`src/noc_cfg.svh`:
```
`ifndef NOC_CFG_SVH
`define NOC_CFG_SVH

// mesh coordinate and flit data widths
`define NOC_COORD_W 3
`define NOC_PAYLOAD_W 16

// input buffer depth, also the credits each upstream sender starts with
`define NOC_FIFO_DEPTH 4

// buffer depth of the west neighbour
`define NOC_W_CREDITS 3

// position of this router in the mesh
`define NOC_MY_X 3
`define NOC_MY_Y 3

`endif

```
`src/noc_pkg.sv`:
```
`include "noc_cfg.svh"

package noc_pkg;

  typedef logic [`NOC_COORD_W-1:0] coord_t;

  // five-way port code, same order as the crossbar select
  typedef enum logic [2:0] {
    PORT_N = 3'd0,
    PORT_S = 3'd1,
    PORT_W = 3'd2,
    PORT_E = 3'd3,
    PORT_L = 3'd4
  } port_e;

  // bit position of each arbitrated input
  typedef enum logic [1:0] {
    IDX_L = 2'd0,
    IDX_E = 2'd1,
    IDX_S = 2'd2,
    IDX_N = 2'd3
  } in_idx_e;

  typedef struct packed {
    coord_t                    dest_x;
    coord_t                    dest_y;
    port_e                     src;
    logic [`NOC_PAYLOAD_W-1:0] payload;
  } flit_t;

  typedef struct packed {
    logic  valid;
    flit_t flit;
  } flit_link_t;

  // buffer occupancy and credit counts
  typedef logic [$clog2(`NOC_FIFO_DEPTH)-1:0]   fifo_ptr_t;
  typedef logic [$clog2(`NOC_FIFO_DEPTH+1)-1:0] fifo_cnt_t;
  typedef logic [$clog2(`NOC_W_CREDITS+1)-1:0]  w_credit_cnt_t;

endpackage

```
`src/credit_fifo.sv`:
```
`timescale 1ns/1ps
`include "noc_cfg.svh"

module credit_fifo #(
  parameter type payload_t = noc_pkg::flit_t
) (
  input  logic     clk_i,
  input  logic     rst_n_i,
  input  logic     push_i,
  input  payload_t push_data_i,
  input  logic     pop_i,
  output logic     head_valid_o,
  output payload_t head_data_o,
  output logic     credit_o
);

  localparam noc_pkg::fifo_ptr_t LAST_PTR = noc_pkg::fifo_ptr_t'(`NOC_FIFO_DEPTH - 1);
  localparam noc_pkg::fifo_cnt_t FULL_CNT = noc_pkg::fifo_cnt_t'(`NOC_FIFO_DEPTH);

  payload_t           mem_q [`NOC_FIFO_DEPTH];
  noc_pkg::fifo_ptr_t wr_ptr_q;
  noc_pkg::fifo_ptr_t rd_ptr_q;
  noc_pkg::fifo_cnt_t count_q;
  logic               credit_q;

  always_ff @(posedge clk_i) begin
    if (push_i) begin
      mem_q[wr_ptr_q] <= push_data_i;
    end
  end

  always_ff @(posedge clk_i) begin
    if (!rst_n_i) begin
      wr_ptr_q <= '0;
      rd_ptr_q <= '0;
      count_q  <= '0;
      credit_q <= 1'b0;
    end else begin
      if (push_i) begin
        wr_ptr_q <= (wr_ptr_q == LAST_PTR) ? '0 : wr_ptr_q + 1'b1;
      end
      if (pop_i) begin
        rd_ptr_q <= (rd_ptr_q == LAST_PTR) ? '0 : rd_ptr_q + 1'b1;
      end
      case ({push_i, pop_i})
        2'b10:   count_q <= count_q + 1'b1;
        2'b01:   count_q <= count_q - 1'b1;
        default: count_q <= count_q;
      endcase
      // one credit back upstream per freed slot
      credit_q <= pop_i;
    end
  end

  assign head_valid_o = (count_q != '0);
  assign head_data_o  = mem_q[rd_ptr_q];
  assign credit_o     = credit_q;

  // upstream must hold a credit for every flit it sends
  a_no_push_full: assert property (@(posedge clk_i) disable iff (!rst_n_i)
    push_i |-> count_q != FULL_CNT);

  a_no_pop_empty: assert property (@(posedge clk_i) disable iff (!rst_n_i)
    pop_i |-> count_q != '0);

endmodule

```
`src/xy_route.sv`:
```
`timescale 1ns/1ps
`include "noc_cfg.svh"

module xy_route (
  input  noc_pkg::coord_t dest_x_i,
  input  noc_pkg::coord_t dest_y_i,
  output noc_pkg::port_e  nexthop_o
);

  localparam noc_pkg::coord_t MY_X = noc_pkg::coord_t'(`NOC_MY_X);
  localparam noc_pkg::coord_t MY_Y = noc_pkg::coord_t'(`NOC_MY_Y);

  // x first, then y
  always_comb begin
    if (dest_x_i < MY_X) begin
      nexthop_o = noc_pkg::PORT_W;
    end else if (dest_x_i > MY_X) begin
      nexthop_o = noc_pkg::PORT_E;
    end else if (dest_y_i < MY_Y) begin
      nexthop_o = noc_pkg::PORT_N;
    end else if (dest_y_i > MY_Y) begin
      nexthop_o = noc_pkg::PORT_S;
    end else begin
      // arrived, eject locally
      nexthop_o = noc_pkg::PORT_L;
    end
  end

endmodule

```
`src/w_rr_processor.sv`:
```
`timescale 1ns/1ps

module w_rr_processor (
  input  logic             clk_i,
  input  logic             rst_n_i,
  input  noc_pkg::port_e   nexthop_i [4],
  input  logic [3:0]       head_valid_i,
  input  logic             downstream_credit_i,
  output logic [3:0]       grant_o,
  output noc_pkg::in_idx_e grant_idx_o
);

  // order_q[0] holds the input with highest priority
  noc_pkg::in_idx_e order_q [4];
  logic [3:0]       w_desire;
  logic             found;
  noc_pkg::in_idx_e winner;

  always_comb begin
    for (int i = 0; i < 4; i++) begin
      w_desire[i] = head_valid_i[i] && (nexthop_i[i] == noc_pkg::PORT_W);
    end
  end

  // first desiring input in the current order
  always_comb begin
    found  = 1'b0;
    winner = order_q[0];
    for (int k = 0; k < 4; k++) begin
      if (!found && w_desire[order_q[k]]) begin
        found  = 1'b1;
        winner = order_q[k];
      end
    end
  end

  always_comb begin
    grant_o = '0;
    if (found && downstream_credit_i) begin
      grant_o[winner] = 1'b1;
    end
  end

  assign grant_idx_o = winner;

  // change order on every grant, successor of the winner goes first
  // successor in N,S,E,L order is simply index minus one
  always_ff @(posedge clk_i) begin
    if (!rst_n_i) begin
      order_q[0] <= noc_pkg::IDX_N;
      order_q[1] <= noc_pkg::IDX_S;
      order_q[2] <= noc_pkg::IDX_E;
      order_q[3] <= noc_pkg::IDX_L;
    end else if (|grant_o) begin
      for (int k = 0; k < 4; k++) begin
        order_q[k] <= noc_pkg::in_idx_e'(2'(winner) - 2'(k + 1));
      end
    end
  end

  // winner drops to the back, so it loses to any other desiring input
  a_winner_not_repeated: assert property (@(posedge clk_i) disable iff (!rst_n_i)
    |grant_o |=> ((w_desire & ~$past(grant_o)) == '0) ||
                 ((grant_o & $past(grant_o)) == '0));

  // every input stays in the order, so a desire with a credit is served
  a_work_conserving: assert property (@(posedge clk_i) disable iff (!rst_n_i)
    (|w_desire && downstream_credit_i) |-> |grant_o);

endmodule

```
`src/w_credit_counter.sv`:
```
`timescale 1ns/1ps
`include "noc_cfg.svh"

module w_credit_counter (
  input  logic clk_i,
  input  logic rst_n_i,
  input  logic spend_i,
  input  logic credit_i,
  output logic credit_avail_o
);

  localparam noc_pkg::w_credit_cnt_t MAX_CNT = noc_pkg::w_credit_cnt_t'(`NOC_W_CREDITS);

  noc_pkg::w_credit_cnt_t count_q;

  // west neighbour starts with an empty buffer
  always_ff @(posedge clk_i) begin
    if (!rst_n_i) begin
      count_q <= MAX_CNT;
    end else begin
      case ({spend_i, credit_i})
        2'b10:   count_q <= count_q - 1'b1;
        2'b01:   count_q <= count_q + 1'b1;
        default: count_q <= count_q;
      endcase
    end
  end

  assign credit_avail_o = (count_q != '0);

  a_no_spend_at_zero: assert property (@(posedge clk_i) disable iff (!rst_n_i)
    spend_i |-> count_q != '0);

  // neighbour returns no more than it was sent
  a_no_overflow: assert property (@(posedge clk_i) disable iff (!rst_n_i)
    (credit_i && !spend_i) |-> count_q < MAX_CNT);

endmodule

```
`src/w_output_port.sv`:
```
`timescale 1ns/1ps

module w_output_port (
  input  logic                clk_i,
  input  logic                rst_n_i,
  input  noc_pkg::flit_link_t head_i [4],
  input  noc_pkg::port_e      nexthop_i [4],
  output logic [3:0]          pop_o,
  output noc_pkg::flit_link_t w_link_o,
  input  logic                w_credit_i
);

  logic [3:0]       head_valid;
  logic [3:0]       grant;
  noc_pkg::in_idx_e grant_idx;
  logic             credit_avail;
  logic             spend;
  logic             valid_q;
  noc_pkg::flit_t   flit_q;

  always_comb begin
    for (int i = 0; i < 4; i++) begin
      head_valid[i] = head_i[i].valid;
    end
  end

  w_rr_processor w_rr_proc (
    .clk_i               (clk_i),
    .rst_n_i             (rst_n_i),
    .nexthop_i           (nexthop_i),
    .head_valid_i        (head_valid),
    .downstream_credit_i (credit_avail),
    .grant_o             (grant),
    .grant_idx_o         (grant_idx)
  );

  w_credit_counter w_credit_cnt (
    .clk_i          (clk_i),
    .rst_n_i        (rst_n_i),
    .spend_i        (spend),
    .credit_i       (w_credit_i),
    .credit_avail_o (credit_avail)
  );

  // every flit sent west costs one credit
  assign spend = |grant;
  assign pop_o = grant;

  always_ff @(posedge clk_i) begin
    if (!rst_n_i) begin
      valid_q <= 1'b0;
    end else begin
      valid_q <= spend;
    end
  end

  // crossbar leg, granted head onto the output register
  always_ff @(posedge clk_i) begin
    if (spend) begin
      flit_q <= head_i[grant_idx].flit;
    end
  end

  always_comb begin
    w_link_o.valid = valid_q;
    w_link_o.flit  = flit_q;
  end

endmodule

```
`src/router_w_slice_top.sv`:
```
`timescale 1ns/1ps

module router_w_slice_top (
  input  logic                clk_i,
  input  logic                rst_n_i,
  input  noc_pkg::flit_link_t in_link_i [4],
  output logic [3:0]          in_credit_o,
  input  logic [3:0]          other_take_i,
  output logic [3:0]          hol_valid_o,
  output noc_pkg::port_e      hol_port_o [4],
  output noc_pkg::flit_link_t w_link_o,
  input  logic                w_credit_i
);

  noc_pkg::flit_t      head_data [4];
  noc_pkg::flit_link_t head_link [4];
  logic [3:0]          west_pop;
  logic [3:0]          fifo_pop;

  for (genvar i = 0; i < 4; i++) begin : g_in
    // head leaves either westward or through the other outputs
    assign fifo_pop[i] = west_pop[i] | other_take_i[i];

    credit_fifo #(
      .payload_t (noc_pkg::flit_t)
    ) in_fifo (
      .clk_i        (clk_i),
      .rst_n_i      (rst_n_i),
      .push_i       (in_link_i[i].valid),
      .push_data_i  (in_link_i[i].flit),
      .pop_i        (fifo_pop[i]),
      .head_valid_o (hol_valid_o[i]),
      .head_data_o  (head_data[i]),
      .credit_o     (in_credit_o[i])
    );

    xy_route in_route (
      .dest_x_i  (head_data[i].dest_x),
      .dest_y_i  (head_data[i].dest_y),
      .nexthop_o (hol_port_o[i])
    );

    assign head_link[i] = '{valid: hol_valid_o[i], flit: head_data[i]};

    // environment only removes heads that are not bound west
    a_take_not_west: assert property (@(posedge clk_i) disable iff (!rst_n_i)
      other_take_i[i] |-> hol_valid_o[i] && (hol_port_o[i] != noc_pkg::PORT_W));
  end

  w_output_port w_port (
    .clk_i      (clk_i),
    .rst_n_i    (rst_n_i),
    .head_i     (head_link),
    .nexthop_i  (hol_port_o),
    .pop_o      (west_pop),
    .w_link_o   (w_link_o),
    .w_credit_i (w_credit_i)
  );

endmodule

```
`config.mk`:
```
export PLATFORM = sky130hd
export DESIGN_NAME = router_w_slice_top
export DESIGN_NICKNAME = d
export VERILOG_FILES = /design/src/noc_pkg.sv /design/src/credit_fifo.sv /design/src/xy_route.sv /design/src/w_rr_processor.sv /design/src/w_credit_counter.sv /design/src/w_output_port.sv /design/src/router_w_slice_top.sv
export VERILOG_INCLUDE_DIRS = /design/src
export SDC_FILE = /design/constraint.sdc
export NUM_CORES = 1
export LEC_CHECK = 0
export ABC_CLOCK_PERIOD_IN_PS = 5510
export BUFFER_PORTS_ARGS = -buffer_cell sky130_fd_sc_hd__buf_2
export CAP_MARGIN = 10
export CORE_UTILIZATION = 60
export DETAILED_ROUTE_END_ITERATION = 6
export GPL_ROUTABILITY_DRIVEN = 0
export GPL_TIMING_DRIVEN = 0
export PLACE_DENSITY = 0.8
export SLEW_MARGIN = 15
export SYNTH_ARGS = -nofsm -noshare
export SYNTH_HDL_FRONTEND = slang
export SYNTH_SLANG_ARGS = --single-unit
export TNS_END_PERCENT = 100
```
`constraint.sdc`:
```
create_clock -name clk_i -period 5.51 [get_ports clk_i]
set_clock_uncertainty 0.05 [all_clocks]
set_input_delay 0.551 -clock clk_i [delete_from_list [all_inputs] [get_ports clk_i]]
set_output_delay 0.551 -clock clk_i [all_outputs]
set_load 0.02 [all_outputs]
```
# Word level (Yosys, flattened, before mapping)
# Memories as Yosys holds them, arrays and structs flattened. A register that Yosys moved wholly into a read port is not among the register bits.
# Index checks and enable logic that the tools add are counted.
word_totals:
  regBits: 60
  latch_bits: 0
  mem_bits_rw: 408
  mem_bits_ro: 0
  inputBits: 111
  output_inout_bits: 46
  elab_cells: 199
  n_memories: 5
mem_list:
  columns: ["memory", "depth", "word_bits", "rd", "rd_ports_with_merged_regs", "write_ports", "line", "text"]
  rows:
  - ["g_in[0].in_fifo.mem_q", 4, 25, 1, 1, 1, "credit_fifo.sv:20", "payload_t mem_q [`NOC_FIFO_DEPTH];"]
  - ["g_in[1].in_fifo.mem_q", 4, 25, 1, 1, 1, "credit_fifo.sv:20", null]
  - ["g_in[2].in_fifo.mem_q", 4, 25, 1, 1, 1, "credit_fifo.sv:20", null]
  - ["g_in[3].in_fifo.mem_q", 4, 25, 1, 1, 1, "credit_fifo.sv:20", null]
  - ["w_port.w_rr_proc.order_q", 4, 2, 4, 0, 4, "w_rr_processor.sv:14", "noc_pkg::in_idx_e order_q [4];"]
op_classes:
  addsub: 21
  n_mul: 0
  n_div: 0
  n_lt_le_gt_ge: 23
  n_eq_ne: 22
  shifts: 0
  mux: 74
  bitwise_logic: 9
  reduce_logical: 23
op_table:
  columns: ["op", "count"]
  rows:
  - ["$bmux W26 S2", 1]
  - ["$mux W25", 2]
  - ["$mux W3", 16]
  - ["$mux W2", 23]
  - ["$eq A2 B2 Y1 const B", 13]
  - ["$gt A3 B2 Y1 const B", 8]
  - ["$lt A3 B2 Y1 const B", 8]
  - ["$pmux W3 S2", 4]
  - ["$mux W1", 21]
  - ["$add A2 B1 Y2 const B", 9]
  - ["$lt A2 B3 Y1 const B", 5]
  - ["$add A3 B1 Y3 const B", 4]
  - ["$eq A3 B2 Y1 const B", 4]
  - ["$reduce_bool A2 Y1", 6]
  - ["$reduce_bool A3 Y1", 4]
  - ["$sub A3 B1 Y3 const B", 4]
  - ["$eq A2 B1 Y1 const B", 5]
  - ["$logic_and A1 B1 Y1", 9]
  - ["$bmux W1 S2", 4]
  - ["$or A1 B1 Y1", 8]
  - ["$mux W4", 1]
  - ["$pmux W2 S2", 1]
  - ["$reduce_or A4 Y1", 1]
  - ["$sub A2 B1 Y2 const B", 2]
  - ["6 further kinds", 9]

# Depth between registers and ports, before layout
depth:
  depth_word: 29
  depth_mapped: 18
  ltp_nobuf: 16

# Modules after synthesis
# From an unflattened synthesis, not the netlist that was laid out.
unflattened:
  cells_unflattened: 860
  hier_area_um2: 18985.7
by_module_without_submodules:
  columns: ["mod", "instances", "cells_each", "area_per_inst_um2", "seq_area_each_um2"]
  rows:
  - ["credit_fifo", 4, 175, 4125.2, 3203.1]
  - ["w_output_port", 1, 60, 1445.1, 770.7]
  - ["w_rr_processor", 1, 69, 744.5, 180.2]
  - ["xy_route", 4, 4, 42.5, 0.0]
  - ["w_credit_counter", 1, 11, 100.1, 40.0]
  - ["router_w_slice_top", 1, 4, 25.0, 0.0]

# Worst setup path after synthesis
# OpenSTA, ideal clock, no wires.
synth_timing:
  path_type: "reg2reg"
  start: "register with a tool-made name"
  end: "memory w_port.w_rr_proc.order_q[3][1] (netlist name) (data pin)"
  setup_ns: 0.255
  arrival_ns: 4.217
  t_required_ns: 5.205
  setup_slack_ns: 0.989
  stages_incl_launch_ff: 16
  n_path_buf: 2
  period_less_slack_ns: 4.521
  cell_sequence: "dfxtp_1 > buf_6 > mux4_2 > a2111oi_0 > a21oi_1 > a31oi_1 > a21boi_1 > o21a_1 > buf_6 > nor2_1 > inv_1 > ha_1 > o41ai_1 > inv_1 > and2_1 > and2_1"
synth_lines:
  columns: ["item", "line"]
  rows:
  - ["to (decl)", "w_rr_processor.sv:14"]

==> tab_implementation.tex <==
\begin{tabular}{lr}
\hline
Metric & Value \\
\hline
\multicolumn{2}{l}{\textbf{Synth}} \\
Sequential fraction of the synthesis area & 0.7190 \\
Number of flip-flops and latches in the synthesized netlist & 474 \\
Mean area per synthesized cell & 18.62 um2 \\
Synthesis Warnings & 0 \\
Synth async-reset ratio & 0 \\
Leading cell type by number of instances after synthesis & edfxtp\_1 \\
Synthesized instance count & 1031 \\
Number of enable-type register cells in the synthesized netlist & 431 \\
Cell Area, Synth & 19200 um2 \\
Post-synth top cells & edfxtp\_1, mux4\_2, nand4\_1, o211ai\_1, dfxtp\_1 \\
Ys flop type & edfxtp\_1 \\
Yosys top cell area share & 0.6741 \\
Unique masters post-synth & 55 \\
Syn Nets & 1175 \\
Cell accounting for the most synthesized area & edfxtp\_1 \\
Dominant cells by area after synthesis & edfxtp\_1, mux4\_2, dfxtp\_1 \\
\multicolumn{2}{l}{\textbf{Cells and area}} \\
Final-layout fill cell count & 1962 \\
Layout Cell Area excl Fill & 21950 um2 \\
Area of the multi-input gates & 4908 um2 \\
Area Growth Syn to Fin & 14.34\% \\
FF+latch area & 13800 um2 \\
Fraction of layout instances using a drive strength above 1 & 0.3124 \\
Final nets & 1378 \\
Final std cells w/o fill & 1678 \\
\multicolumn{2}{l}{\textbf{Power and ir drop}} \\
Comb power frac & 0.374 \\
Internal cell power & 7.889 mW \\
Sequential Power Share & 0.384 \\
Maximum ir drop on the vdd rail & 0.3177 mV \\
Clock network fraction of total power & 0.243 \\
Leakage dissipation & 7.466 nW \\
Switching part of the total & 0.3578 \\
Sw Pwr & 4.396 mW \\
Overall power consumption & 12.28 mW \\
Pwr per Cell Area & 559.6 nW/um2 \\
\multicolumn{2}{l}{\textbf{Critical path}} \\
Register-to-Register Setup Slack & 290 ps \\
Startpoint class of the critical path & register \\
Cell depth of the worst flop-to-flop path & 15 \\
Stages on worst setup path & 15 \\
Critical path's most frequent cell & and2\_1 \\
Critical path class & register to register \\
Element type at the critical path end & register \\
Number of buffers and inverters on the critical path & 4 \\
Arrival time at the worst endpoint & 5470 ps \\
Critical path peak fanout & 28 \\
Slowest stage delay, CP & 820 ps \\
Worst setup path endpoint & w\_port.w\_rr\_proc.order\_q[3][1]\$\_SDFFCE\_PN0P\_ \\
Worst path required time & 5760 ps \\
Critical-path top delay cell & a2111oi\_1 \\
Cell chain of the critical path & clkbuf\_1, mux4\_2, a2111oi\_1, nor4\_1, o221ai\_1, nand3\_1, o21a\_1, buf\_2, nor2\_1, inv\_1, ha\_1, o41ai\_2, inv\_2, and2\_1, and2\_1 \\
Critical path's top delay family & compound AO/OA/AOI/OAI gates \\
Capturing point of the worst reg2reg path & w\_port.w\_rr\_proc.order\_q[3][1]\$\_SDFFCE\_PN0P\_ \\
\multicolumn{2}{l}{\textbf{CTS}} \\
TritonCTS sink count & 474 \\
Clock root buffer & clkbuf\_16 \\
Clk buf depth & 3 \\
Clk\_lat worst skew & 560 ps \\
H-tree level count & 2 \\
TritonCTS clock tree & yes \\
Clock buffer count from CTS & 46 \\
Clock input transition at the sequential cells of the worst setup and hold paths & 70 ps \\
\multicolumn{2}{l}{\textbf{Place}} \\
Inst Count DP & 1588 \\
Post-placement worst setup slack & -114.8 ps \\
Count of port buffers added during placement & 155 \\
HPWL reported at the end of detailed placement & 28750 um \\
Area post-placement & 20500 um2 \\
\multicolumn{2}{l}{\textbf{Job}} \\
Maximum Capacitance Violations & 0 \\
\multicolumn{2}{l}{\textbf{Routing}} \\
Via count & 10670 \\
Vias per std cell & 6.359 \\
Iteration-0 DRC Markers & 1148 \\
Number of detailed-routing iterations run before antenna repair & 6 \\
Final WL & 42560 um \\
Wire length per cell after detailed routing & 25.37 um \\
Remaining number of nets flagged by the antenna check after routing & 0 \\
DRC violations left & 0 \\
\multicolumn{2}{l}{\textbf{Timing}} \\
Portion of the clock cycle consumed by the worst path in the final layout & 0.9473 \\
RSZ-0062 raised after global routing & no \\
Count of final setup violators & 0 \\
Normalized max-slew margin & 0.3750 \\
Actual slew at the worst max-slew pin & 937.5 ps \\
Worst setup margin & 290.5 ps \\
Timing-limited maximum frequency & 191.6 MHz \\
Min cycle time layout & 5219 ps \\
Count of pins over their slew limit & 0 \\
Hold Vio Cnt, Final & 0 \\
Hold Worst Slack & 155.8 ps \\
\multicolumn{2}{l}{\textbf{Floorplan}} \\
Standard cell core area & 31560 um2 \\
Std cell rows & 65 \\
Effective utilization at floorplan & 0.6084 \\
Die footprint & 32720 um2 \\
Vertical extent of the die & 180.9 um \\
Overall die width & 180.9 um \\
Num ports & 157 \\
\multicolumn{2}{l}{\textbf{Global route}} \\
Total routing usage reported by global routing & 0.2648 \\
Congestion Overflow GR & 0 \\
Maximum number of pins on one net before global-route repair & 29 \\
Antenna violations before repair & 9 \\
Vias in the first global route & 10538 \\
First-pass GRT wire length & 63370 um \\
\multicolumn{2}{l}{\textbf{Worst hold path}} \\
Path class of the lowest-slack min-delay path & primary input to register \\
\multicolumn{2}{l}{\textbf{Outcome}} \\
Result of the run & complete, no violations \\
\hline
\end{tabular}
-- through the flow --
| step | util | setup TNS [ps] |
|---|---|---|
| final | 0.6957 | 0 |
| after global placement | 0.6489 | -91.55 |
| after detailed placement | 0.6496 | -114.8 |
| after global routing | 0.6955 | 0 |
| after CTS | 0.6947 | 0 |
| after floorplan | - | 0 |
-- cell usage in the layout (no fill, tap or decap), drive strengths merged, types with 13 or more instances in the layout --
| master | instances |
|---|---|
| dfxtp | 43 |
| nor2b | 15 |
| edfxtp | 431 |
| and2 | 29 |
| mux2i | 13 |
| ha | 29 |
| inv | 36 |
| nand4 | 72 |
| buf | 197 |
| nand3 | 13 |
| o211ai | 44 |
| nor2 | 22 |
| mux4 | 102 |
| clkbuf | 82 |
| o21ai | 17 |
| clkinv | 20 |
-- final cells by class --
| cell class | instances | area share |
|---|---|---|
| repair buffers | 155 | 0.03534 |
| inverters | 34 | 0.005814 |
| flip-flops and latches | 474 | 0.6288 |
| plain buffers | 68 | 0.01812 |
| clock inverters | 29 | 0.009746 |
| clock buffers | 56 | 0.05512 |
| multi-input cells | 455 | 0.2236 |
| diodes | 5 | 0.0005700 |
| well taps | 402 | 0.02291 |
-- per-layer routing --
| layer | vias to the layer above | part of all wire | GRT usage |
|---|---|---|---|
| li1 | 4625 | - | - |
| met1 | 5371 | 0.39 | 0.3629 |
| met2 | 558 | 0.48 | 0.4139 |
| met3 | 110 | 0.095 | 0.06410 |
| met4 | 6 | 0.041 | 0.1070 |
| met5 | - | 0.00080 | 0 |
-- worst reg2reg max path: stages, from the launching register on --
cell       delay (ps)
dfxtp_1           320
clkbuf_1          380
mux4_2            530
a2111oi_1         830
nor4_1            120
o221ai_1          230
nand3_1           190
o21a_1            150
buf_2             170
nor2_1            350
inv_1             120
ha_1              230
o41ai_2           450
inv_2             380
and2_1            310
and2_1            160
-- power groups by stage --
stage	Combinational (mW)	Clock [mW]	Sequential, mW
floorplan	3.06	0	4.82
global placement	4.33	0	4.77
detailed placement	4.46	0	4.78
CTS	4.50	3.00	4.71
global route	4.91	3.14	4.73
finish	4.59	2.98	4.71
-- cell families after synthesis --
logic type / after synthesis / share of synthesized area
AND/OR/NAND/NOR: 187 / 0.05631
XOR/XNOR: 10 / 0.004562
adder cells (fa/ha/maj): 33 / 0.02307
AO/OA/AOI/OAI: 110 / 0.04328
multiplexers: 115 / 0.1264
buffers and inverters: 102 / 0.02737
flip-flops: 474 / 0.7190
-- state kept, by name, summed over array words and instances (netlist names), named ones only --
name,count
w_port.w_rr_proc.order_q,6
g_in.in_fifo.credit_o,4
w_port.w_credit_cnt.count_q,2
w_port.w_link_o,25
g_in.in_fifo.mem_q,400
w_port.valid_q,1
g_in.in_fifo.rd_ptr_q,8
g_in.in_fifo.count_q,12
g_in.in_fifo.wr_ptr_q,8
-- timing repair --
action	CTS	global route
resized for setup	2	3
hold buffers	0	0
setup buffers	0	0
endpoints found under the setup margin	7	8
-- how the worst min path moves through the flow --
stage | from | depth (start not counted) | to | slack, ps
6_report | in_link_i[47] | 1 | g_in[2].in_fifo.mem_q[3][21]$_DFFE_PP_ | 160
5_1_grt | in_link_i[70] | 1 | g_in[1].in_fifo.mem_q[3][18]$_DFFE_PP_ | 150
4_1_cts | in_link_i[45] | 1 | g_in[2].in_fifo.mem_q[3][19]$_DFFE_PP_ | 140
3_5_place_dp | g_in[3].in_fifo.count_q[2]$_SDFFE_PN0P_ | 2 | g_in[3].in_fifo.count_q[2]$_SDFFE_PN0P_ | 440
3_3_place_gp | g_in[0].in_fifo.count_q[2]$_SDFFE_PN0P_ | 2 | g_in[0].in_fifo.count_q[2]$_SDFFE_PN0P_ | 430
2_1_floorplan | g_in[2].in_fifo.count_q[2]$_SDFFE_PN0P_ | 2 | g_in[2].in_fifo.count_q[2]$_SDFFE_PN0P_ | 410
Power figures use the tool's default switching activity.
